File: src/include/mips_config.svh
`ifndef MIPS_CONFIG_SVH
`define MIPS_CONFIG_SVH

// first fetch address after reset
`define MIPS_RESET_VECTOR 32'hBFC00000

// fetching from here ends execution
`define MIPS_HALT_ADDR 32'h00000000

// architectural register count
`define MIPS_REG_COUNT 32

// datapath word width
`define MIPS_WORD_BITS 32

`endif

File: src/source/mips_isa_pkg.sv
`include "mips_config.svh"

package mips_isa_pkg;

    typedef logic [`MIPS_WORD_BITS-1:0] word_t;

    // raw instruction fields, R-type layout
    typedef struct packed {
        logic [5:0] opcode;
        logic [4:0] rs;
        logic [4:0] rt;
        logic [4:0] rd;
        logic [4:0] shamt;
        logic [5:0] funct;
    } instr_t;

    typedef enum logic [5:0] {
        OP_SPECIAL = 6'h00,
        OP_REGIMM  = 6'h01,
        OP_J       = 6'h02,
        OP_JAL     = 6'h03,
        OP_BEQ     = 6'h04,
        OP_BNE     = 6'h05,
        OP_ADDIU   = 6'h09,
        OP_SLTI    = 6'h0A,
        OP_ANDI    = 6'h0C,
        OP_ORI     = 6'h0D,
        OP_XORI    = 6'h0E,
        OP_LUI     = 6'h0F,
        OP_LW      = 6'h23,
        OP_SW      = 6'h2B
    } opcode_e;

    typedef enum logic [5:0] {
        F_SLL   = 6'h00,
        F_SRL   = 6'h02,
        F_JR    = 6'h08,
        F_JALR  = 6'h09,
        F_MFHI  = 6'h10,
        F_MFLO  = 6'h12,
        F_MULT  = 6'h18,
        F_MULTU = 6'h19,
        F_ADDU  = 6'h21,
        F_SUBU  = 6'h23,
        F_AND   = 6'h24,
        F_OR    = 6'h25,
        F_XOR   = 6'h26,
        F_SLT   = 6'h2A,
        F_SLTU  = 6'h2B
    } funct_e;

    // rt field selects the branch under REGIMM
    typedef enum logic [4:0] {
        RT_BLTZAL = 5'b10000,
        RT_BGEZAL = 5'b10001
    } regimm_e;

    // I-type immediate spans rd, shamt and funct
    function automatic logic [15:0] imm16(instr_t instr);
        return {instr.rd, instr.shamt, instr.funct};
    endfunction

endpackage

File: src/source/mips_regfile.sv
`include "mips_config.svh"

module mips_regfile
    import mips_isa_pkg::*;
(
    input  logic       clk,
    input  logic       reset,
    input  logic       write_en,
    input  logic [4:0] read_a_index,
    input  logic [4:0] read_b_index,
    input  logic [4:0] write_index,
    input  word_t      write_data,
    output word_t      read_a_data,
    output word_t      read_b_data,
    output word_t      register_v0
);

    word_t regs [`MIPS_REG_COUNT];

    always_ff @(posedge clk) begin
        if (reset) begin
            for (int i = 0; i < `MIPS_REG_COUNT; i++) begin
                regs[i] <= '0;
            end
        end else if (write_en && write_index != 5'd0) begin
            regs[write_index] <= write_data;
        end
    end

    // r0 is hardwired to zero
    assign read_a_data = (read_a_index == 5'd0) ? '0 : regs[read_a_index];
    assign read_b_data = (read_b_index == 5'd0) ? '0 : regs[read_b_index];

    // v0 is r2
    assign register_v0 = regs[2];

endmodule

File: config.mk
export PLATFORM = sky130hd
export DESIGN_NAME = mips_regfile
export DESIGN_NICKNAME = d
export VERILOG_FILES = /design/src/source/mips_isa_pkg.sv /design/src/source/mips_regfile.sv
export VERILOG_INCLUDE_DIRS = /design/src /design/src/include
export SDC_FILE = /design/constraint.sdc
export NUM_CORES = 2
export LEC_CHECK = 0
export BUFFER_PORTS_ARGS = -buffer_cell sky130_fd_sc_hd__buf_2
export CAP_MARGIN = 20
export CORE_ASPECT_RATIO = 0.9
export CORE_MARGIN = 8
export CORE_UTILIZATION = 60
export DETAILED_ROUTE_END_ITERATION = 12
export PLACE_DENSITY = 0.77
export SLEW_MARGIN = 20
export SYNTH_ARGS = -nofsm -noshare
export SYNTH_HDL_FRONTEND = slang
export SYNTH_SLANG_ARGS = --single-unit
File: constraint.sdc
create_clock -name clk -period 2.2 [get_ports clk]
set_input_delay 0.22 -clock clk [delete_from_list [all_inputs] [get_ports clk]]
set_output_delay 0.22 -clock clk [all_outputs]
set_load 0.1 [all_outputs]
Word level (Yosys, flattened, before mapping):

Memories as Yosys holds them, arrays and structs flattened.
Index checks and enable logic that the tools add are counted.

* mux-type cells: 10
* reduce and logical (&&, ||, !) cells: 5

Operators by type and width (number)
* 32-bit two-way mux: 3
* 32-bit OR reduction: 1
* 5-bit logical NOT: 2
* 1-bit two-way mux: 6
* 5-bit two-way mux: 1
* 5-bit nonzero test: 1
* 1-bit logical AND: 1

* register bits after elaboration: 0
* bits in writable memories: 1024
* input bits: 50
* output and inout port bits: 96
* logic and storage cells: 16
* memories: 1

Memories
* regs: words 32, bits a word 32, read ports 3, clocked after memory_dff 0, write ports 32, RTL line mips_regfile.sv:18 `` word_t regs [`MIPS_REG_COUNT]; ``

Logic depth before layout (Yosys ltp):

* depth after elaboration: 7
* gate-level depth with buffers: 9
* mapped depth without buffers: 4

Worst setup path before layout:

OpenSTA, ideal clock, no wires.

* kind: input port to output port
* start point: input port read_a_index[1]
* end point: output port read_a_data[12]
* arrival time: 4273 ps
* data required time: 1980 ps
* slack: -2293 ps
* stages on the path: 9
* buffers on the path: 5
* cell sequence: buf_2 buf_6 buf_6 buf_4 buf_2 nor2_1 a22oi_1 a21oi_1 nor4_1

* word-level cells in the longest chain between the ends: 2
* elaborated cells between the ends (all ways): 3
* classes of those cells: mux: 1; reduce/logical: 1; memory: 1

RTL lines
* start, declared: RTL line mips_regfile.sv:9 `input logic [4:0] read_a_index,`
* memory read 32 x 32 bit or 5-bit logical NOT (tied branches)
* 32-bit two-way mux *: RTL line mips_regfile.sv:31 `assign read_a_data = (read_a_index == 5'd0) ? '0 : regs[read_a_index];`
* end, declared: RTL line mips_regfile.sv:13 `output word_t read_a_data,`

Every way passes the cells marked *; elsewhere a longest branch is shown, timed or not.

==> impl_metrics.py <==
metrics = {
    "placed_design": {
        "dp_cells": 4956,
        "hpwlAfterDp_mm": 122.3,
        "gp_congestion": 0.9287,
        "io_buffer_count": 145,
    },
    "setup_path": {
        "startpoint_type": "flop",
        "endpoint_kind": "output port",
        "critPathArrivalTime_ns": 2.75,
        "critPathRequiredTime_ns": 1.98,
        "worstPathMaxFanout": 2,
        "criticalPathCategory": "reg2out",
    },
    "power_and_ir_drop": {
        "peakVddDrop_v": 0.0005905,
        "p_per_area_nw_per_um2": 763.2,
        "leakagePower_uw": 0.02417,
    },
    "sta": {
        "rsz0062_at_grt": "yes",
        "setup_viol": 64,
        "layout_setup_ws_ns": -0.7749,
        "max_freq_mhz": 336.1,
        "post-route-period-util_pct": 135.2,
        "worst_pin_slew_ns": 0.9186,
        "period_needed_ns": 2.975,
        "final_hold_viol_count": 0,
        "relSlewSlack_pct": 38.76,
        "drv_slew": 0,
    },
    "global_route": {
        "grt_max_degree": 57,
        "grt-ovfl-total": 0,
        "grt_use_total_pct": 37.05,
        "grt_pass1_wl_mm": 268.2,
        "antenna_found_initial": 7,
        "grt_pass1_vias": 38860,
    },
    "cells_and_area": {
        "area_delta_synth_final_pct": 24.10,
        "fillers": 5009,
        "drive_above_1_share_pct": 39.80,
        "largest_register": "regs",
        "final_cell_mix": "1024 x edfxtp_1, 994 x and2_1, 474 x mux4_2",
        "final_common_cell": "edfxtp_1",
        "reg.largest.list": "regs: 1024 flops",
        "nets": 3996,
        "utilization_pct": 75.08,
        "largest_register_ffs": 1024,
        "instances_no_fill": 5211,
    },
    "routing": {
        "drt_iter0_drc": 6367,
        "routed_via_density": 7.276,
        "wl_met2_mm": 84.81,
        "drc_errors": 0,
        "wl_met1_mm": 60.71,
        "top_layer_used": "met5",
        "wirelength_mm": 188.1,
        "first_pass_iters": 6,
        "vias": 37920,
        "drtAntennaViolNets": 0,
        "wire_per_inst_um": 36.09,
        "wl_met3_mm": 27.91,
    },
    "logic_synthesis": {
        "ys_ff_latch": 1024,
        "syn_area_per_cell_um2": 15.49,
        "syn_inst": 3492,
        "ys_types": 41,
        "synth_area_um2": 54090,
        "yosys_warnings": 0,
        "ys_seq_area_share_pct": 56.85,
    },
    "cts": {
        "cts.sinks": 1024,
        "numCtsBuffers": 103,
        "clkTransAtPathRegs_ns": 0.07,
        "cts_root_buffer": "clkbuf_16",
        "clockBufferDepth": 3,
        "cts.htree.levels": 3,
        "cts_tree": "built",
    },
    "min_path": {
        "holdCritPathClass": "in2reg",
    },
    "floorplan": {
        "initial_core_util_pct": 60.50,
        "die_h_um": 300.8,
        "core-area_um2": 89400,
        "rows": 104,
        "chipWidth_um": 332.5,
        "dieArea_um2": 100000,
        "io_pins": 146,
    },
    "status": {
        "outcome": "finished with violations",
        "violations": "setup timing",
    },
    "run": {
        "cap_violations": 0,
    },
}
critical path, stage by stage (launching register included):
cell and delay, ns:
edfxtp_1 0.43, mux4_2 0.50, mux4_2 0.60, o22ai_2 0.14
buf_4 0.15, nor3_4 0.05, buf_12 0.18
worst paths after layout:
| check | startpoint | end | slack [ns] | depth (start not counted) |
|---|---|---|---|---|
| setup / recovery | regs[31][1]$_SDFFCE_PN0P_ | read_a_data[1] | -0.77 | 6 |
| hold / removal | write_data[30] | regs[16][30]$_SDFFCE_PN0P_ | 0.17 | 2 |
power breakdown:
part	switching (µW)	internal (µW)	leakage (µW)
clock network	7670	10700	0.00170
logic	5570	4100	0.0127
registers	652	22500	0.00975
total	13900	37300	0.0242
cell usage after synthesis, drive strengths merged:
master,count,share of area [%]
nor2,37,0.26
o211ai,3,0.042
clkbuf,274,1.9
nand4bb,1,0.021
or2,33,0.38
nand2b,7,0.081
inv,1,0.0069
nand2,8,0.056
buf,107,1.2
and4b,1,0.019
a22oi,17,0.24
edfxtp,1024,57
nor4,5,0.058
nand4b,1,0.016
o211a,3,0.056
a22o,51,0.83
a32o,4,0.074
a211oi,29,0.40
mux2i,151,2.8
o221ai,26,0.42
nand3b,5,0.069
a2111oi,26,0.42
or3b,3,0.049
nor3b,1,0.014
and2,995,12
conb,1,0.0069
o22ai,79,0.91
nor4b,1,0.016
mux2,31,0.65
nand3,6,0.056
and3,3,0.035
mux4,474,20
o21ai,3,0.028
nor3,54,0.50
a221oi,3,0.049
a21oi,13,0.12
nor2b,9,0.10
or3,2,0.023
area by class of cell:
type	instances	area, µm²	share of cell area [%]
Timing Repair Buffer	699	7704	11.48
Antenna cell	10	25.02	0.03728
Tap cell	1166	1459	2.174
Clock inverter	68	716.9	1.068
Inverter	1	3.754	0.005592
Sequential cell	1024	30750	45.81
Clock buffer	126	2770	4.127
Multi-Input combinational cell	2117	23690	35.30
through the flow:
stage / total power (µW) / hold slack, ns / area (µm²) / worst slack, ns / setup TNS (ns)
3_3_place_gp: 31840 / 0.6785 / 61480 / -0.7933 / -30.68
4_1_cts: 50920 / 0.1299 / 66860 / -0.7570 / -38.18
3_5_place_dp: 32090 / 0.6831 / 61480 / -0.8119 / -32.08
5_1_grt: 52160 / 0.1786 / 67090 / -0.7816 / -40.53
2_1_floorplan: 28650 / 0.4182 / 55230 / -0.4638 / -15.29
6_report: 51220 / 0.1657 / 67120 / -0.7749 / -37.98
per-layer routing:
metal  vias to the layer above  track usage, %
met5                         -          0.7733
met4                         2           23.60
met3                       797           10.96
met2                      3690           56.32
met1                     18920           46.82
li1                      14510               -
kinds of logic after synthesis:
logic type             after synthesis  synth area share, %
AO/OA/AOI/OAI                      257                3.588
buffers and inverters              382                3.114
flip-flops                        1024                56.85
multiplexers                       656                23.18
other                                1             0.006933
AND/OR/NAND/NOR                   1172                13.26
timing repair:
item | in CTS | in global routing
setup endpoints to repair | 64 | 64
gates resized for setup | 323 | 16
hold endpoints to repair | 7 | 0
setup buffers | 36 | 21
cloned | 1 | 1
pin swaps | 96 | 15
hold buffers | 1 | 0
Note: power is estimated with default switching activity, not from simulation.
