### config.mk
export PLATFORM = sky130hd
export DESIGN_NAME = mips_alu
export DESIGN_NICKNAME = d
export VERILOG_FILES = /design/src/source/mips_isa_pkg.sv /design/src/source/mips_ctrl_pkg.sv /design/src/source/mips_alu.sv
export VERILOG_INCLUDE_DIRS = /design/src /design/src/include
export SDC_FILE = /design/constraint.sdc
export NUM_CORES = 1
export LEC_CHECK = 0
export BUFFER_PORTS_ARGS = -buffer_cell sky130_fd_sc_hd__buf_2
export CAP_MARGIN = 5
export CORE_MARGIN = 8
export CORE_UTILIZATION = 25
export DETAILED_ROUTE_END_ITERATION = 7
export SLEW_MARGIN = 10
export SYNTH_ARGS = -nofsm -noshare
export SYNTH_HDL_FRONTEND = slang
export SYNTH_SLANG_ARGS = --single-unit
export TNS_END_PERCENT = 100
### constraint.sdc
create_clock -name vclk -period 10.9
set_input_delay 1.635 -clock vclk [all_inputs]
set_output_delay 1.635 -clock vclk [all_outputs]
set_load 0.02 [all_outputs]
### src/include/mips_config.svh
`ifndef MIPS_CONFIG_SVH
`define MIPS_CONFIG_SVH

// first fetch address after reset
`define MIPS_RESET_VECTOR 32'hBFC00000

// fetching from here ends execution
`define MIPS_HALT_ADDR 32'h00000000

// architectural register count
`define MIPS_REG_COUNT 32

// datapath word width
`define MIPS_WORD_BITS 32

`endif

### src/source/mips_isa_pkg.sv
`include "mips_config.svh"

package mips_isa_pkg;

    typedef logic [`MIPS_WORD_BITS-1:0] word_t;

    // raw instruction fields, R-type layout
    typedef struct packed {
        logic [5:0] opcode;
        logic [4:0] rs;
        logic [4:0] rt;
        logic [4:0] rd;
        logic [4:0] shamt;
        logic [5:0] funct;
    } instr_t;

    typedef enum logic [5:0] {
        OP_SPECIAL = 6'h00,
        OP_REGIMM  = 6'h01,
        OP_J       = 6'h02,
        OP_JAL     = 6'h03,
        OP_BEQ     = 6'h04,
        OP_BNE     = 6'h05,
        OP_ADDIU   = 6'h09,
        OP_SLTI    = 6'h0A,
        OP_ANDI    = 6'h0C,
        OP_ORI     = 6'h0D,
        OP_XORI    = 6'h0E,
        OP_LUI     = 6'h0F,
        OP_LW      = 6'h23,
        OP_SW      = 6'h2B
    } opcode_e;

    typedef enum logic [5:0] {
        F_SLL   = 6'h00,
        F_SRL   = 6'h02,
        F_JR    = 6'h08,
        F_JALR  = 6'h09,
        F_MFHI  = 6'h10,
        F_MFLO  = 6'h12,
        F_MULT  = 6'h18,
        F_MULTU = 6'h19,
        F_ADDU  = 6'h21,
        F_SUBU  = 6'h23,
        F_AND   = 6'h24,
        F_OR    = 6'h25,
        F_XOR   = 6'h26,
        F_SLT   = 6'h2A,
        F_SLTU  = 6'h2B
    } funct_e;

    // rt field selects the branch under REGIMM
    typedef enum logic [4:0] {
        RT_BLTZAL = 5'b10000,
        RT_BGEZAL = 5'b10001
    } regimm_e;

    // I-type immediate spans rd, shamt and funct
    function automatic logic [15:0] imm16(instr_t instr);
        return {instr.rd, instr.shamt, instr.funct};
    endfunction

endpackage

### src/source/mips_ctrl_pkg.sv
package mips_ctrl_pkg;

    import mips_isa_pkg::*;

    typedef enum logic [3:0] {
        ALU_ADD,
        ALU_SUB,
        ALU_AND,
        ALU_OR,
        ALU_XOR,
        ALU_SLT,
        ALU_SLTU,
        ALU_SLL,
        ALU_SRL,
        ALU_LUI
    } alu_op_e;

    typedef enum logic [2:0] {
        WB_ALU,
        WB_MEM,
        WB_HI,
        WB_LO,
        WB_LINK
    } wb_sel_e;

    // destination register: rt, rd or r31 for links
    typedef enum logic [1:0] {
        DST_RT,
        DST_RD,
        DST_RA
    } dst_sel_e;

    typedef struct packed {
        alu_op_e  alu_op;
        logic     use_imm;
        logic     imm_zero_ext;
        logic     reg_write;
        wb_sel_e  wb_sel;
        dst_sel_e dst_sel;
        logic     mem_read;
        logic     mem_write;
        logic     branch_eq;
        logic     branch_ne;
        logic     branch_sign;
        logic     jump_imm;
        logic     jump_reg;
        logic     mul_start;
        logic     mul_signed;
    } ctrl_t;

    typedef struct packed {
        word_t hi;
        word_t lo;
    } hilo_t;

endpackage

### src/source/mips_alu.sv
module mips_alu
    import mips_isa_pkg::*, mips_ctrl_pkg::*;
(
    input  word_t  op_a,
    input  word_t  op_b,
    input  instr_t instr,
    input  ctrl_t  ctrl,
    output word_t  result,
    output word_t  mem_address,
    output logic   branch_taken
);

    logic [15:0] imm;
    word_t       imm_sext;
    word_t       imm_zext;
    word_t       operand_b;
    logic        sign_taken;

    assign imm      = imm16(instr);
    assign imm_sext = {{16{imm[15]}}, imm};
    assign imm_zext = {16'h0000, imm};

    // logical immediates zero-extend, the rest sign-extend
    always_comb begin
        if (!ctrl.use_imm) begin
            operand_b = op_b;
        end else if (ctrl.imm_zero_ext) begin
            operand_b = imm_zext;
        end else begin
            operand_b = imm_sext;
        end
    end

    always_comb begin
        case (ctrl.alu_op)
            ALU_ADD:  result = op_a + operand_b;
            ALU_SUB:  result = op_a - operand_b;
            ALU_AND:  result = op_a & operand_b;
            ALU_OR:   result = op_a | operand_b;
            ALU_XOR:  result = op_a ^ operand_b;
            ALU_SLT:  result = word_t'($signed(op_a) < $signed(operand_b));
            ALU_SLTU: result = word_t'(op_a < operand_b);
            // shifts act on rt by shamt
            ALU_SLL:  result = op_b << instr.shamt;
            ALU_SRL:  result = op_b >> instr.shamt;
            ALU_LUI:  result = {imm, 16'h0000};
            default:  result = '0;
        endcase
    end

    assign mem_address = op_a + imm_sext;

    // rt bit 0 set means bgezal, clear means bltzal
    assign sign_taken = instr.rt[0] ? !op_a[31] : op_a[31];

    assign branch_taken = (ctrl.branch_eq && op_a == op_b)
                       || (ctrl.branch_ne && op_a != op_b)
                       || (ctrl.branch_sign && sign_taken);

endmodule

Word-level counts from Yosys, hierarchy flattened:

Index checks and enable logic that the tools add are counted.

* latch bits: 0
* register bits: 0
* memories: 0
* output and inout port bits: 65
* memory bits (read-only): 0
* bits in writable memories: 0

* div/mod/pow operators: 0
* shift-type cells: 2
* reduce and logical (&&, ||, !) cells: 7
* $add $sub $neg: 3
* multiply operators: 0
* bitwise logic cells: 3
* mux-type cells: 4
* eq/ne operators: 11
* order comparisons: 2

Operators by type and width (number)
* one-hot mux 32 bit (10 select lines): 1
* adder 32 bit: 2
* less-than comparator 32 bit: 2
* two-way mux 32 bit: 2
* AND 32 bit: 1
* equality test 32 bit: 1
* != test 32 bit: 1
* OR 32 bit: 1
* << shifter 32 x 5 -> 32 bit: 1
* >> shifter 32 x 5 -> 32 bit: 1
* subtractor 32 bit: 1
* XOR 32 bit: 1
* equality test 4 x 3 -> 1 bit, second input constant: 4
* equality test 4 x 2 -> 1 bit, second input constant: 2
* equality test 4 bit, second input constant: 2
* equality test 4 x 1 -> 1 bit, second input constant: 1
* zero test 4 bit: 1
* logical AND 1 bit: 3
* logical OR 1 bit: 2
* zero test 1 bit: 1
* two-way mux 1 bit: 1

Longest topological paths before layout:

* depth in word-level cells: 4
* gate-level depth with buffers: 17

Worst setup path before layout:

OpenSTA, ideal clock, no wires.

* kind: input to output
* start point: in instr[7] (netlist name)
* end point: out result[27]
* path slack: 3715 ps
* cell stages on the path: 16
* arrival time: 5550 ps
* required time: 9265 ps
* cell sequence: clkbuf_1 > buf_1 > buf_2 > buf_1 > buf_1 > mux2i_1 > ha_1 > nor2_1 > nand3_1 > a211oi_1 > nor3_1 > o2111a_1 > o41ai_4 > a21oi_2 > a211o_1 > a221o_1

* cells in the longest elaborated chain, start to end: 4

RTL lines
* start: declaration: RTL line mips_alu.sv:6 `input instr_t instr,`
* two-way mux 32 bit: RTL line mips_alu.sv:27 `end else if (ctrl.imm_zero_ext) begin`
* two-way mux 32 bit: RTL line mips_alu.sv:25 `if (!ctrl.use_imm) begin`
* subtractor 32 bit or adder 32 bit (tied branches): RTL line mips_alu.sv:37, mips_alu.sv:36
* one-hot mux 32 bit (10 select lines) (*): RTL line mips_alu.sv:35 `case (ctrl.alu_op)`
* end: declaration: RTL line mips_alu.sv:8 `output word_t result,`

Every way passes the cells marked *; elsewhere a longest branch is shown, timed or not.

Final worst setup path:

* start point: in ctrl[16] (netlist name)
* end point: out result[24]

* cells in the longest elaborated chain, start to end: 3

RTL lines
* start: declaration: RTL line mips_alu.sv:7 `input ctrl_t ctrl,`
* two-way mux 32 bit (*): RTL line mips_alu.sv:25
* subtractor 32 bit, or another cell as far along: RTL line mips_alu.sv:37 `ALU_SUB: result = op_a - operand_b;`
* one-hot mux 32 bit (10 select lines) (*): RTL line mips_alu.sv:35

Marks and branches as above.

==> flow_results.org <==
** Die
- Measured along the x axis, the die boundary spans 221 microns.
- For this configuration, the core starts out at a cell density of 0.252.
- Die Outline Area :: 49000 sq um
- Row count :: 75
- Core footprint :: 41800 sq um
- 182 I/O pins were placed.
- Die boundary height :: approximately 220 microns

** Detailed routing
- DRT Wirelength :: 54.5 mm
- For this run, design rule violations remaining after detail routing come to 0.
- After detailed routing, the met3 layer carries 4.93 mm of wire.
- Average wire per cell in the routed design :: 25.1 microns
- Starting DRC count in detailed routing :: 1405
- For this block, wires on met1 add up to 23.3 mm.
- Detailed routing inserted a total of around 13000 vias.
- The first TritonRoute pass finished after 6 iterations.
- Uppermost routed layer :: met4
- Final antenna-violating net count :: 0
- Dividing the detail-routed via count by the number of cells gives roughly 6.
- Wire length on met2 :: 23.9 mm

** Pwr
- Worst IR Drop VDD :: 0.0390 mV
- Total design power :: 781 uW
- Cell area power density :: 66.5 nW/um^2
- In this run the static leakage power is 0.00519 uW.

** Worst setup path
- The slowest stage of the critical path is the buf_2 cell.
- Along the worst path, the maximum fanout reaches 22.
- The cell family contributing the most delay on the critical path is compound AO/OA/AOI/OAI gates.
- STA classifies the critical path endpoint as an output port.
- Slowest stage delay, CP :: around 0.59 ns
- The critical path contains buffers and inverters numbering 3 combined.
- Data arrives at the worst endpoint at 6.26 ns.
- Worst Path Required :: 9.27 ns
- The critical path goes through buf_2 > mux2i_1 > inv_1 > ha_1 > fa_1 > or2_2 > a221oi_2 > o211ai_1 > a21oi_2 > a2111oi_0 > a211o_1 > o311ai_2 > xnor2_1 > o211ai_1 > buf_2.
- STA classifies the critical path startpoint as a primary input.
- Type of the worst setup path :: primary input to output port

** Timing
- RSZ-0062 raised after global routing :: false
- Of the available clock period, the critical path in the final layout requires 0.724.
- Final setup violation count :: 0
- Highest achievable clock rate :: 127 MHz
- Measured against its own limit, the worst slew margin works out to 0.325.
- At the pin with the least slew margin, the transition time is 1.01 ns.
- For the finished layout, the period the worst path requires is roughly 7.9 ns.
- Max-slew violation count :: 0
- Summed over all failing endpoints, the final setup total negative slack is 0 ns.
- The number of hold violations in the final report came to 0.

** Status
- Run status :: finished, final reports clean

** Synthesis
- The synthesized design spends more area on one cell type than any other, namely ha_1.
- Of the post-synthesis cell area, the dominant cell type holds 0.153.
- A synthesized cell averages roughly 6.7 sq um.
- Post-Synthesis Net Count :: 1810
- Summing every instance area after synthesis gives ~11000 sq um.
- Synthesis produced 1561 cells.
- Yosys printed 0 warnings.
- Distinct cells, synth :: between 70 and 80
- Sequential area share after synthesis :: 0
- After synthesis, the cell types taking the most area are ha_1 15%, mux2i_1 7.1%, a21oi_1 6.8%, o21ai_0 5.5%, nor2_1 5.3%.

** Layout
- Number of nets in the layout :: 1881
- Number of clock buffer instances in the layout :: 0
- Summing all multi-input logic gate instances after layout gives 9680 sq um.
- The library cell used most frequently in the layout, excluding fill and tap cells, is buf_2.
- Commonest cells after routing, fill and taps aside :: 154 x buf_2, 150 x nor2_1, 144 x a21oi_1, 129 x ha_1, 119 x inv_1
- The number of antenna diodes in the final layout is 0.
- In the finished design the tool counted flip-flops and latches totalling 0.
- Area taken by flip-flops and latches :: 0 sq um
- Fillers :: 4663
- In the final layout, the share of cells above drive strength 1 is 0.152.
- Signed area change from the synthesized netlist to the final layout :: 11.5%

** Place
- The congestion estimate from routability-driven global placement came to 0.964.
- Buffers placed on the I/O ports in this run total 155.
- Detailed placement HPWL :: 44.1 mm

** CTS
- Hold repair after CTS inserted 0 buffers.
- Number of buffers added for setup after CTS :: 0
- The number of gates resized after CTS was 0.

** Global routing
- Vias in the first global route :: 12413
- Total global routing track utilization :: 0.208
- Maximum number of pins on one net before global-route repair :: 70
- The number of antenna violations at the first check in global routing was 0.
- Global-route wire length before repair :: about 80 mm
- Final global-route overflow total :: 0

** Job
- The tool flagged a number of max-cap violations equal to 0.

** Worst hold path
- The tightest min-delay check is of the primary input to output port type.
[where the power goes]
| group | switching [uW] | internal (uW) |
|---|---|---|
| Combinational | 516 | 265 |
| Sequential | 0 | 0 |
| Clock | 0 | 0 |
[through the flow]
step                      hold slack, ns   util  setup WS, ns  cells  instance area [sq um]
final                               3.64  0.281          3.00   2169                  11700
after detailed placement            3.64  0.281          3.08   2169                  11700
after global routing                3.67  0.281          2.80   2169                  11700
after floorplan                     3.47      -          3.71   1561                  10500
after global placement              3.63  0.281          3.10   2169                  11700
after CTS                           3.65  0.281          3.06   2169                  11700
[layer usage]
metal	vias to the layer above	global-route usage
li1	5913	-
met1	6276	0.285
met2	756	0.331
met3	105	0.0250
met4	0	0.0762
met5	-	0
[logic make-up (layout without fill, tap and decap cells)]
logic type | after synthesis | in the layout | share of synthesized area
AO/OA/AOI/OAI | 584 | 584 | 0.367
XOR/XNOR | 73 | 73 | 0.0607
multiplexers | 120 | 120 | 0.139
adder cells (fa/ha/maj) | 132 | 132 | 0.159
buffers and inverters | 227 | 296 | 0.0843
AND/OR/NAND/NOR | 425 | 425 | 0.190
[path summary, 6_finish.rpt]
path	slack, ns	cells after the start	end	startpoint
worst min-delay path	3.64	4	branch_taken	ctrl[4]
worst max-delay path	3.00	15	result[24]	ctrl[16]
[layout make-up]
class | instances | share of cell area
Timing Repair Buffer | 176 | 0.0797
Inverter | 120 | 0.0384
Tap cell | 539 | 0.0574
Multi-Input combinational cell | 1334 | 0.825
[synthesized netlist by cell type, types with 33 or more instances]
master,n
a211oi_1,41
a21o_1,33
a21oi_1,144
clkbuf_1,71
ha_1,129
inv_1,119
mux2i_1,75
nand2_1,93
nor2_1,150
nor3_1,39
o211ai_1,40
o21ai_0,116
xnor2_1,34
xor2_1,39
(Power assumes the default switching activity.)
