$ cat src/include/mips_config.svh
`ifndef MIPS_CONFIG_SVH
`define MIPS_CONFIG_SVH

// first fetch address after reset
`define MIPS_RESET_VECTOR 32'hBFC00000

// fetching from here ends execution
`define MIPS_HALT_ADDR 32'h00000000

// architectural register count
`define MIPS_REG_COUNT 32

// datapath word width
`define MIPS_WORD_BITS 32

`endif

$ cat src/source/mips_isa_pkg.sv
`include "mips_config.svh"

package mips_isa_pkg;

    typedef logic [`MIPS_WORD_BITS-1:0] word_t;

    // raw instruction fields, R-type layout
    typedef struct packed {
        logic [5:0] opcode;
        logic [4:0] rs;
        logic [4:0] rt;
        logic [4:0] rd;
        logic [4:0] shamt;
        logic [5:0] funct;
    } instr_t;

    typedef enum logic [5:0] {
        OP_SPECIAL = 6'h00,
        OP_REGIMM  = 6'h01,
        OP_J       = 6'h02,
        OP_JAL     = 6'h03,
        OP_BEQ     = 6'h04,
        OP_BNE     = 6'h05,
        OP_ADDIU   = 6'h09,
        OP_SLTI    = 6'h0A,
        OP_ANDI    = 6'h0C,
        OP_ORI     = 6'h0D,
        OP_XORI    = 6'h0E,
        OP_LUI     = 6'h0F,
        OP_LW      = 6'h23,
        OP_SW      = 6'h2B
    } opcode_e;

    typedef enum logic [5:0] {
        F_SLL   = 6'h00,
        F_SRL   = 6'h02,
        F_JR    = 6'h08,
        F_JALR  = 6'h09,
        F_MFHI  = 6'h10,
        F_MFLO  = 6'h12,
        F_MULT  = 6'h18,
        F_MULTU = 6'h19,
        F_ADDU  = 6'h21,
        F_SUBU  = 6'h23,
        F_AND   = 6'h24,
        F_OR    = 6'h25,
        F_XOR   = 6'h26,
        F_SLT   = 6'h2A,
        F_SLTU  = 6'h2B
    } funct_e;

    // rt field selects the branch under REGIMM
    typedef enum logic [4:0] {
        RT_BLTZAL = 5'b10000,
        RT_BGEZAL = 5'b10001
    } regimm_e;

    // I-type immediate spans rd, shamt and funct
    function automatic logic [15:0] imm16(instr_t instr);
        return {instr.rd, instr.shamt, instr.funct};
    endfunction

endpackage

$ cat src/source/mips_ctrl_pkg.sv
package mips_ctrl_pkg;

    import mips_isa_pkg::*;

    typedef enum logic [3:0] {
        ALU_ADD,
        ALU_SUB,
        ALU_AND,
        ALU_OR,
        ALU_XOR,
        ALU_SLT,
        ALU_SLTU,
        ALU_SLL,
        ALU_SRL,
        ALU_LUI
    } alu_op_e;

    typedef enum logic [2:0] {
        WB_ALU,
        WB_MEM,
        WB_HI,
        WB_LO,
        WB_LINK
    } wb_sel_e;

    // destination register: rt, rd or r31 for links
    typedef enum logic [1:0] {
        DST_RT,
        DST_RD,
        DST_RA
    } dst_sel_e;

    typedef struct packed {
        alu_op_e  alu_op;
        logic     use_imm;
        logic     imm_zero_ext;
        logic     reg_write;
        wb_sel_e  wb_sel;
        dst_sel_e dst_sel;
        logic     mem_read;
        logic     mem_write;
        logic     branch_eq;
        logic     branch_ne;
        logic     branch_sign;
        logic     jump_imm;
        logic     jump_reg;
        logic     mul_start;
        logic     mul_signed;
    } ctrl_t;

    typedef struct packed {
        word_t hi;
        word_t lo;
    } hilo_t;

endpackage

$ cat src/source/mips_decoder.sv
module mips_decoder
    import mips_isa_pkg::*, mips_ctrl_pkg::*;
(
    input  instr_t instr,
    output ctrl_t  ctrl
);

    // R-type ALU op from the function code
    task automatic set_rtype(input alu_op_e op);
        ctrl.alu_op    = op;
        ctrl.reg_write = 1'b1;
        ctrl.dst_sel   = DST_RD;
    endtask

    // immediate ALU op writing rt
    task automatic set_itype(input alu_op_e op, input logic zero_ext);
        ctrl.alu_op       = op;
        ctrl.use_imm      = 1'b1;
        ctrl.imm_zero_ext = zero_ext;
        ctrl.reg_write    = 1'b1;
    endtask

    always_comb begin
        // unknown encodings fall through as a nop
        ctrl         = '0;
        ctrl.alu_op  = ALU_ADD;
        ctrl.wb_sel  = WB_ALU;
        ctrl.dst_sel = DST_RT;

        case (instr.opcode)
            OP_SPECIAL: begin
                case (instr.funct)
                    F_ADDU: set_rtype(ALU_ADD);
                    F_SUBU: set_rtype(ALU_SUB);
                    F_AND:  set_rtype(ALU_AND);
                    F_OR:   set_rtype(ALU_OR);
                    F_XOR:  set_rtype(ALU_XOR);
                    F_SLT:  set_rtype(ALU_SLT);
                    F_SLTU: set_rtype(ALU_SLTU);
                    F_SLL:  set_rtype(ALU_SLL);
                    F_SRL:  set_rtype(ALU_SRL);
                    F_JR:   ctrl.jump_reg = 1'b1;
                    F_JALR: begin
                        ctrl.jump_reg  = 1'b1;
                        ctrl.reg_write = 1'b1;
                        ctrl.wb_sel    = WB_LINK;
                        ctrl.dst_sel   = DST_RD;
                    end
                    F_MULT: begin
                        ctrl.mul_start  = 1'b1;
                        ctrl.mul_signed = 1'b1;
                    end
                    F_MULTU: ctrl.mul_start = 1'b1;
                    F_MFHI: begin
                        set_rtype(ALU_ADD);
                        ctrl.wb_sel = WB_HI;
                    end
                    F_MFLO: begin
                        set_rtype(ALU_ADD);
                        ctrl.wb_sel = WB_LO;
                    end
                    default: ;
                endcase
            end
            OP_REGIMM: begin
                // link is written whether or not the branch is taken
                if (instr.rt == RT_BLTZAL || instr.rt == RT_BGEZAL) begin
                    ctrl.branch_sign = 1'b1;
                    ctrl.reg_write   = 1'b1;
                    ctrl.wb_sel      = WB_LINK;
                    ctrl.dst_sel     = DST_RA;
                end
            end
            OP_J:   ctrl.jump_imm = 1'b1;
            OP_JAL: begin
                ctrl.jump_imm  = 1'b1;
                ctrl.reg_write = 1'b1;
                ctrl.wb_sel    = WB_LINK;
                ctrl.dst_sel   = DST_RA;
            end
            OP_BEQ:   ctrl.branch_eq = 1'b1;
            OP_BNE:   ctrl.branch_ne = 1'b1;
            OP_ADDIU: set_itype(ALU_ADD, 1'b0);
            OP_SLTI:  set_itype(ALU_SLT, 1'b0);
            OP_ANDI:  set_itype(ALU_AND, 1'b1);
            OP_ORI:   set_itype(ALU_OR, 1'b1);
            OP_XORI:  set_itype(ALU_XOR, 1'b1);
            OP_LUI:   set_itype(ALU_LUI, 1'b1);
            OP_LW: begin
                ctrl.mem_read  = 1'b1;
                ctrl.reg_write = 1'b1;
                ctrl.wb_sel    = WB_MEM;
            end
            OP_SW:   ctrl.mem_write = 1'b1;
            default: ;
        endcase
    end

endmodule

$ cat config.mk
export PLATFORM = sky130hd
export DESIGN_NAME = mips_decoder
export DESIGN_NICKNAME = d
export VERILOG_FILES = /design/src/source/mips_isa_pkg.sv /design/src/source/mips_ctrl_pkg.sv /design/src/source/mips_decoder.sv
export VERILOG_INCLUDE_DIRS = /design/src /design/src/include
export SDC_FILE = /design/constraint.sdc
export NUM_CORES = 1
export LEC_CHECK = 0
export ABC_AREA = 1
export BUFFER_PORTS_ARGS = -buffer_cell sky130_fd_sc_hd__buf_2
export CAP_MARGIN = 20
export CELL_PAD_IN_SITES_DETAIL_PLACEMENT = 2
export CELL_PAD_IN_SITES_GLOBAL_PLACEMENT = 2
export CORE_UTILIZATION = 15
export DETAILED_ROUTE_END_ITERATION = 12
export GPL_ROUTABILITY_DRIVEN = 0
export PLACE_DENSITY_LB_ADDON = 0.12
export SYNTH_ARGS = -nofsm -noshare
export SYNTH_HDL_FRONTEND = slang
export SYNTH_SLANG_ARGS = --single-unit
$ cat constraint.sdc
create_clock -name vclk -period 1
set_input_delay 0.15 -clock vclk [all_inputs]
set_output_delay 0.15 -clock vclk [all_outputs]
set_load 0.01 [all_outputs]
Word-level counts from Yosys, hierarchy flattened
Index checks and enable logic that the tools add are counted.

Add/subtract/negate cells: 0. $mul: 0. Divide/modulo/power cells: 0. Order comparisons: 0. Eq/ne operators: 29. Shift operators: 0. Mux-type cells: 21. Bitwise logic cells: 0. Reductions and logical operators: 10.

Operator list (number): $eq A6 B6 Y1 const B (9); $eq A6 B4 Y1 const B (8); $pmux W4 S8 (1); $eq A6 B5 Y1 const B (4); $pmux W4 S6 (1); $eq A6 B2 Y1 const B (3); $eq A6 B3 Y1 const B (2); $logic_not A6 Y1 (2); $mux W1 (12); $pmux W3 S4 (1); $reduce_or A12 Y1 (1); $eq A5 B5 Y1 const B (2); $pmux W3 S3 (1); $reduce_or A2 Y1 (4); $reduce_or A8 Y1 (1); $eq A6 B1 Y1 const B (1); $mux W6 (1); $pmux W2 S3 (1); $pmux W2 S2 (1); $reduce_or A4 Y1 (1); $mux W3 (1); $pmux W1 S3 (1); $logic_or A1 B1 Y1 (1).

Flip-flop bits (word level): 0. Latch bits: 0. Memory bits (writable): 0. Memory bits (read-only): 0. Input bits: 32. Word-level logic and storage cells: 60. Memories kept: 0.

Longest topological paths before layout
Gate-level depths: netlist of run 1.

Depth in word-level cells: 4. Mapped depth: 7. Gate-level depth less buffers: 7.

Worst setup path after synthesis of run 1
OpenSTA, ideal clock, no wires.

Path kind: input to output. Start: in instr[29] (netlist name). End: out ctrl[0] (netlist name). Arrival: 0.868 ns. Slack: -0.018 ns. Cell stages on the path: 5. Buffers on the path: 0. Cells stage by stage: inv_1 nand2_2 inv_2 nand3_4 nor4_1.

RTL lines: start, declared (RTL line mips_decoder.sv:4) `input instr_t instr,`; end, declared (RTL line mips_decoder.sv:5) `output ctrl_t ctrl`.

==> results of run 1 <==
-- worst paths after layout --
path | from | end | slack [ns]
max | instr[28] | ctrl[14] | -0.20
min | instr[30] | ctrl[7] | 0.56
-- through the flow --
step,area (um^2),total power [mW],TNS [ns]
2_1_floorplan,508,0.104,-0.0363
3_3_place_gp,861,0.225,-3.51
3_5_place_dp,861,0.232,-3.89
4_1_cts,1220,0.358,-1.81
5_1_grt,1400,0.479,-3.54
6_report,1400,0.453,-2.58
-- worst max-delay path, delay by kind of cell --
kind,cells,cell delay [ns]
simple gates,3,0.30
buf+inv,4,0.36
compound gates,1,0.24
-- power groups by stage --
stage	Sequential (mW)	Clock (mW)	Combinational, mW
2_1_floorplan	0	0	0.104
3_3_place_gp	0	0	0.225
3_5_place_dp	0	0	0.232
4_1_cts	0	0	0.358
5_1_grt	0	0	0.479
6_report	0	0	0.453
-- synth_stat cells --
cell type | n | area, um^2
o21bai_4 | 1 | 18.8
o21bai_1 | 1 | 7.51
nand3b_1 | 1 | 7.51
nor4_1 | 2 | 12.5
inv_2 | 8 | 30.0
nor2_1 | 13 | 48.8
o21ai_1 | 2 | 10.0
o21ai_0 | 2 | 10.0
nand3_1 | 12 | 60.1
nand2_4 | 1 | 11.3
a21o_1 | 1 | 7.51
nor3_1 | 5 | 25.0
nand3_4 | 1 | 17.5
a211oi_1 | 1 | 7.51
nor2_2 | 7 | 43.8
nor2_4 | 1 | 11.3
nand4_1 | 1 | 6.26
inv_1 | 12 | 45.0
nand2_2 | 3 | 18.8
nand3_2 | 1 | 10.0
nand2_1 | 22 | 82.6
o211ai_1 | 1 | 7.51
o32ai_1 | 1 | 8.76
-- kinds of logic after synthesis --
logic type	count (synthesis)	share of synthesized area, %
AND/OR/NAND/NOR	70	70.0
buffers and inverters	20	14.8
AO/OA/AOI/OAI	10	15.3
-- cell usage in the layout, fill, tap and decap left out, types with 2 or more instances in the layout --
cell type / netlist / layout
nand2_8: 0 / 2
nand3_4: 1 / 2
nand3_2: 1 / 9
nand2_2: 3 / 6
inv_8: 0 / 3
nor3_2: 0 / 2
buf_6: 0 / 16
inv_2: 8 / 6
nand3_1: 12 / 3
buf_8: 0 / 5
nand2_4: 1 / 3
buf_2: 0 / 21
inv_4: 0 / 4
nor3_4: 0 / 2
nand2_1: 22 / 15
inv_6: 0 / 3
o21ai_2: 0 / 3
buf_4: 0 / 20
nor2_4: 1 / 12
nor2_2: 7 / 8
inv_1: 12 / 4
-- layout make-up --
| type | instances | share of cell area (%) |
|---|---|---|
| multi-input cells | 80 | 49.3 |
| inverters | 20 | 8.78 |
| well taps | 44 | 3.94 |
| repair buffers | 63 | 38.0 |
-- repair_timing --
item                       4_1_cts  5_1_grt
pin swaps                       29       23
hold buffers                     0        0
setup buffers                    5        6
setup endpoints to repair       20       21
resized for setup               92       32
-- metal layers --
layer / GRT usage (%) / wire [um] / part of all wire [%] / vias up
met5: 0 / 0 / 0 / -
met4: 0.997 / 8 / 0.21 / 0
met3: 0 / 92 / 2.4 / 2
met2: 33.4 / 2170 / 57 / 21
met1: 23.9 / 1510 / 40 / 461
li1: - / - / - / 454
==> impl_metrics.py, run 1 <==
metrics = {
    "pwr": {
        "switching_share_pct": 54.3,
        "peakVddDrop_v": 0.000117,
        "power_frac_clock_pct": 0,
        "power_frac_comb_pct": 100.0,
        "seqPwrFrac_pct": 0,
        "internal-power_uw": 207,
        "switching_power_uw": 246,
        "cellLeakagePower_nw": 0.705,
        "cellPowerDensity_nw_per_um2": 324,
    },
    "grt": {
        "grtUsageTotal_pct": 17.9,
        "grt_max_degree": 9,
        "antenna_found_initial": 0,
        "grt_pass1_wl_um": 4910,
        "first_global_vias": 973,
        "gr-total-overflow": 0,
    },
    "placement": {
        "place_ws_ns": -0.328,
        "io_buffer_count": 37,
        "dp.cells": 196,
        "place_hpwl_um": 2060,
    },
    "final_layout": {
        "area_growth_pct": 175,
        "final-seq-area_um2": 0,
        "stdcell_count": 207,
        "clock_buffers": 0,
        "finalCoreUtilization_pct": 44.6,
        "multi_input_area_um2": 688,
        "num_antenna_cells": 0,
        "nets": 197,
        "filler_cell_count": 370,
        "nFlopsAndLatches": 0,
        "drive_gt1_share_pct": 81.0,
    },
    "worst_setup_path": {
        "endpoint_kind": "primary output",
        "path_max_fanout": 8,
        "critPathArrivalTime_ns": 1.05,
        "cp-start-kind": "input port",
        "path_cells": "buf_8 > inv_6 > nand2_8 > inv_4 > nand3_4 > o21bai_4 > nand3_2 > buf_6",
        "worstSetupPathType": "input port to primary output",
        "cp.required_ns": 0.85,
        "slowest_stage": "o21bai_4",
        "max_stage_delay_ns": 0.24,
    },
    "logic_synthesis": {
        "synth_cells": 100,
        "syn-cell-area_um2": 508,
        "ys_seq_area_share_pct": 0,
        "syn_nets": 132,
        "yosysWarnings": 0,
        "synthDistinctLibCells": 23,
        "syn_area_per_cell_um2": 5.08,
    },
    "drt": {
        "wl_per_cell_um": 18.3,
        "drt_pass1_iterations": 2,
        "routed_via_density": 4.53,
        "vias": 938,
        "drtIter0Drc": 8,
        "antenna_left": 0,
        "wirelength_um": 3780,
        "drcViolationCount": 0,
    },
    "timing": {
        "fin_crit_sh_pct": 120,
        "hold_viol_final": 0,
        "slew_viol_final": 0,
        "holdWs_ns": 0.557,
        "timing.final.ws_setup_ns": -0.196,
        "relSlewSlack_pct": 84.5,
        "max_freq_ghz": 0.836,
        "finalCriticalPeriod_ns": 1.20,
        "rsz0062_at_grt": "true",
        "worst_slew_pin_slew_ns": 0.232,
        "finalSetupViolCount": 18,
    },
    "hold_path": {
        "hp-class": "input port to primary output",
        "hold_path_depth": 3,
    },
    "die": {
        "die_width_um": 60.2,
        "io_pins": 53,
        "coreArea_um2": 3130,
        "die_y_um": 60.2,
        "row_count": 20,
        "start_util_pct": 16.2,
        "dieArea_um2": 3620,
    },
    "status": {
        "violations": "negative setup slack",
        "outcome": "complete, but fails checks",
    },
    "flow_run": {
        "max_cap_violations": 0,
    },
}
Note: power is estimated with default switching activity, not from simulation.
==> run 2, diff against run 1 <==
--- a/config.mk
+++ b/config.mk
@@ -15,6 +15,7 @@
 export DETAILED_ROUTE_END_ITERATION = 12
 export GPL_ROUTABILITY_DRIVEN = 0
 export PLACE_DENSITY_LB_ADDON = 0.12
+export SETUP_SLACK_MARGIN = 0.5
 export SYNTH_ARGS = -nofsm -noshare
 export SYNTH_HDL_FRONTEND = slang
 export SYNTH_SLANG_ARGS = --single-unit
==> run 2 against run 1 <==
Global-route usage is 0.76 points lower. Total power is 7.0% higher. Hold slack improved by 0.051 ns. Cell count rose by 0.97%. Routed wire length decreased by 11%. Utilization grew 3.5 points. Setup slack worse by 0.0053 ns. Critical path depth unchanged. Combinational power increased by 6.8%. The flow still finishes with violations (negative setup slack).
==> impl_metrics.py, run 2 (same netlist as run 1, synthesis figures left out) <==
metrics = {
    "status": {
        "outcome": "complete, but fails checks",
        "violations": "negative setup slack",
    },
    "die": {
        "io_pins": 53,
        "start_util_pct": 16.2,
        "die_width_um": 60.2,
        "coreArea_um2": 3130,
        "die_y_um": 60.2,
        "dieArea_um2": 3620,
        "row_count": 20,
    },
    "grt": {
        "grt_pass1_wl_um": 4730,
        "antenna_found_initial": 0,
        "grt_max_degree": 9,
        "gr-total-overflow": 0,
        "grtUsageTotal_pct": 17.2,
        "first_global_vias": 945,
    },
    "drt": {
        "antenna_left": 0,
        "vias": 932,
        "wirelength_um": 3380,
        "routed_via_density": 4.46,
        "drcViolationCount": 0,
        "wl_per_cell_um": 16.2,
        "drt_pass1_iterations": 2,
        "drtIter0Drc": 13,
    },
    "timing": {
        "finalSetupViolCount": 17,
        "slew_viol_final": 0,
        "relSlewSlack_pct": 85.5,
        "fin_tns_setup_ns": -2.06,
        "worst_slew_pin_slew_ns": 0.216,
        "fin_crit_sh_pct": 120,
        "max_freq_ghz": 0.833,
        "finalCriticalPeriod_ns": 1.20,
        "hold_viol_final": 0,
        "rsz0062_at_grt": "true",
        "timing.final.ws_setup_ns": -0.201,
    },
    "final_layout": {
        "layout_common_cells": "buf_4, buf_2, buf_6",
        "nFlopsAndLatches": 0,
        "nets": 199,
        "final-seq-area_um2": 0,
        "num_antenna_cells": 0,
        "filler_cell_count": 354,
        "final_area_um2": 1510,
        "area_growth_pct": 196,
        "clock_buffers": 0,
        "drive_gt1_share_pct": 82.4,
        "final_common_cell": "buf_4",
    },
    "pwr": {
        "peakVddDrop_v": 0.000146,
        "cellPowerDensity_nw_per_um2": 322,
        "cellLeakagePower_nw": 0.737,
    },
    "placement": {
        "place_hpwl_um": 2110,
        "io_buffer_count": 37,
        "placed_area_um2": 1020,
    },
    "hold_path": {
        "hp-class": "input port to primary output",
    },
    "worst_setup_path": {
        "critPathArrivalTime_ns": 1.05,
        "cp-start-kind": "input port",
        "worstSetupPathType": "input port to primary output",
        "endpoint_kind": "primary output",
        "path_max_fanout": 3,
        "cp.required_ns": 0.85,
    },
    "flow_run": {
        "max_cap_violations": 0,
    },
    "cts": {
        "holdBufCountCts": 0,
    },
}
-- run 2: changes by cell type in the layout (fill, tap and decap cells not counted), moves of 3 or more --
cell | previous run | this run
inv_8 | 3 | 0
clkinv_8 | 0 | 3
buf_12 | 1 | 5
nand2_4 | 3 | 6
buf_4 | 20 | 24
buf_2 | 21 | 18
nand2_1 | 15 | 11
-- run 2: final cells by class --
| class | count | area [um^2] | share of cell area, % |
|---|---|---|---|
| well taps | 44 | 55.1 | 3.66 |
| inverters | 20 | 161 | 10.7 |
| repair buffers | 65 | 588 | 39.1 |
| multi-input cells | 80 | 701 | 46.6 |
-- run 2: final timing paths --
| check | start | endpoint | slack [ns] | cells after the start |
|---|---|---|---|---|
| setup / recovery | instr[3] | ctrl[17] | -0.20 | 8 |
| hold / removal | instr[0] | ctrl[0] | 0.61 | 3 |
-- run 2: critical path, cell delays in order --
cell and delay, ns:
buf_8 0.11, nor2_4 0.14, buf_12 0.12, nand3_2 0.11, o21ai_2 0.15, o21ai_1 0.09, nand2_1 0.06, buf_2 0.13
-- run 2: routing by layer --
layer	up-vias	part of all wire, %	global-route usage (%)
met5	-	0	0
met4	0	0	1.66
met3	0	2.5	0
met2	24	59	32.8
met1	445	39	21.9
li1	463	-	-
-- run 2: power by group --
| group | internal, mW | switching, mW |
|---|---|---|
| combinational | 0.234 | 0.251 |
| clock | 0 | 0 |
| sequential | 0 | 0 |
-- run 2: timing repair --
item                                   in CTS  in global routing
gates resized for setup                    70                 36
endpoints found under the hold margin       0                  0
setup endpoints to repair                  21                 21
setup buffers                               7                  2
pin swaps                                  32                 19
-- run 2: per-stage QoR --
step	setup WS [ns]	util, %	total power, mW	hold slack, ns	instances
2_1_floorplan	0.119	-	0.136	0.333	100
3_3_place_gp	-0.239	32.7	0.286	0.621	200
3_5_place_dp	-0.268	32.7	0.297	0.627	200
4_1_cts	-0.159	42.4	0.408	0.608	207
5_1_grt	-0.268	48.1	0.515	0.627	209
6_report	-0.201	48.1	0.484	0.608	209
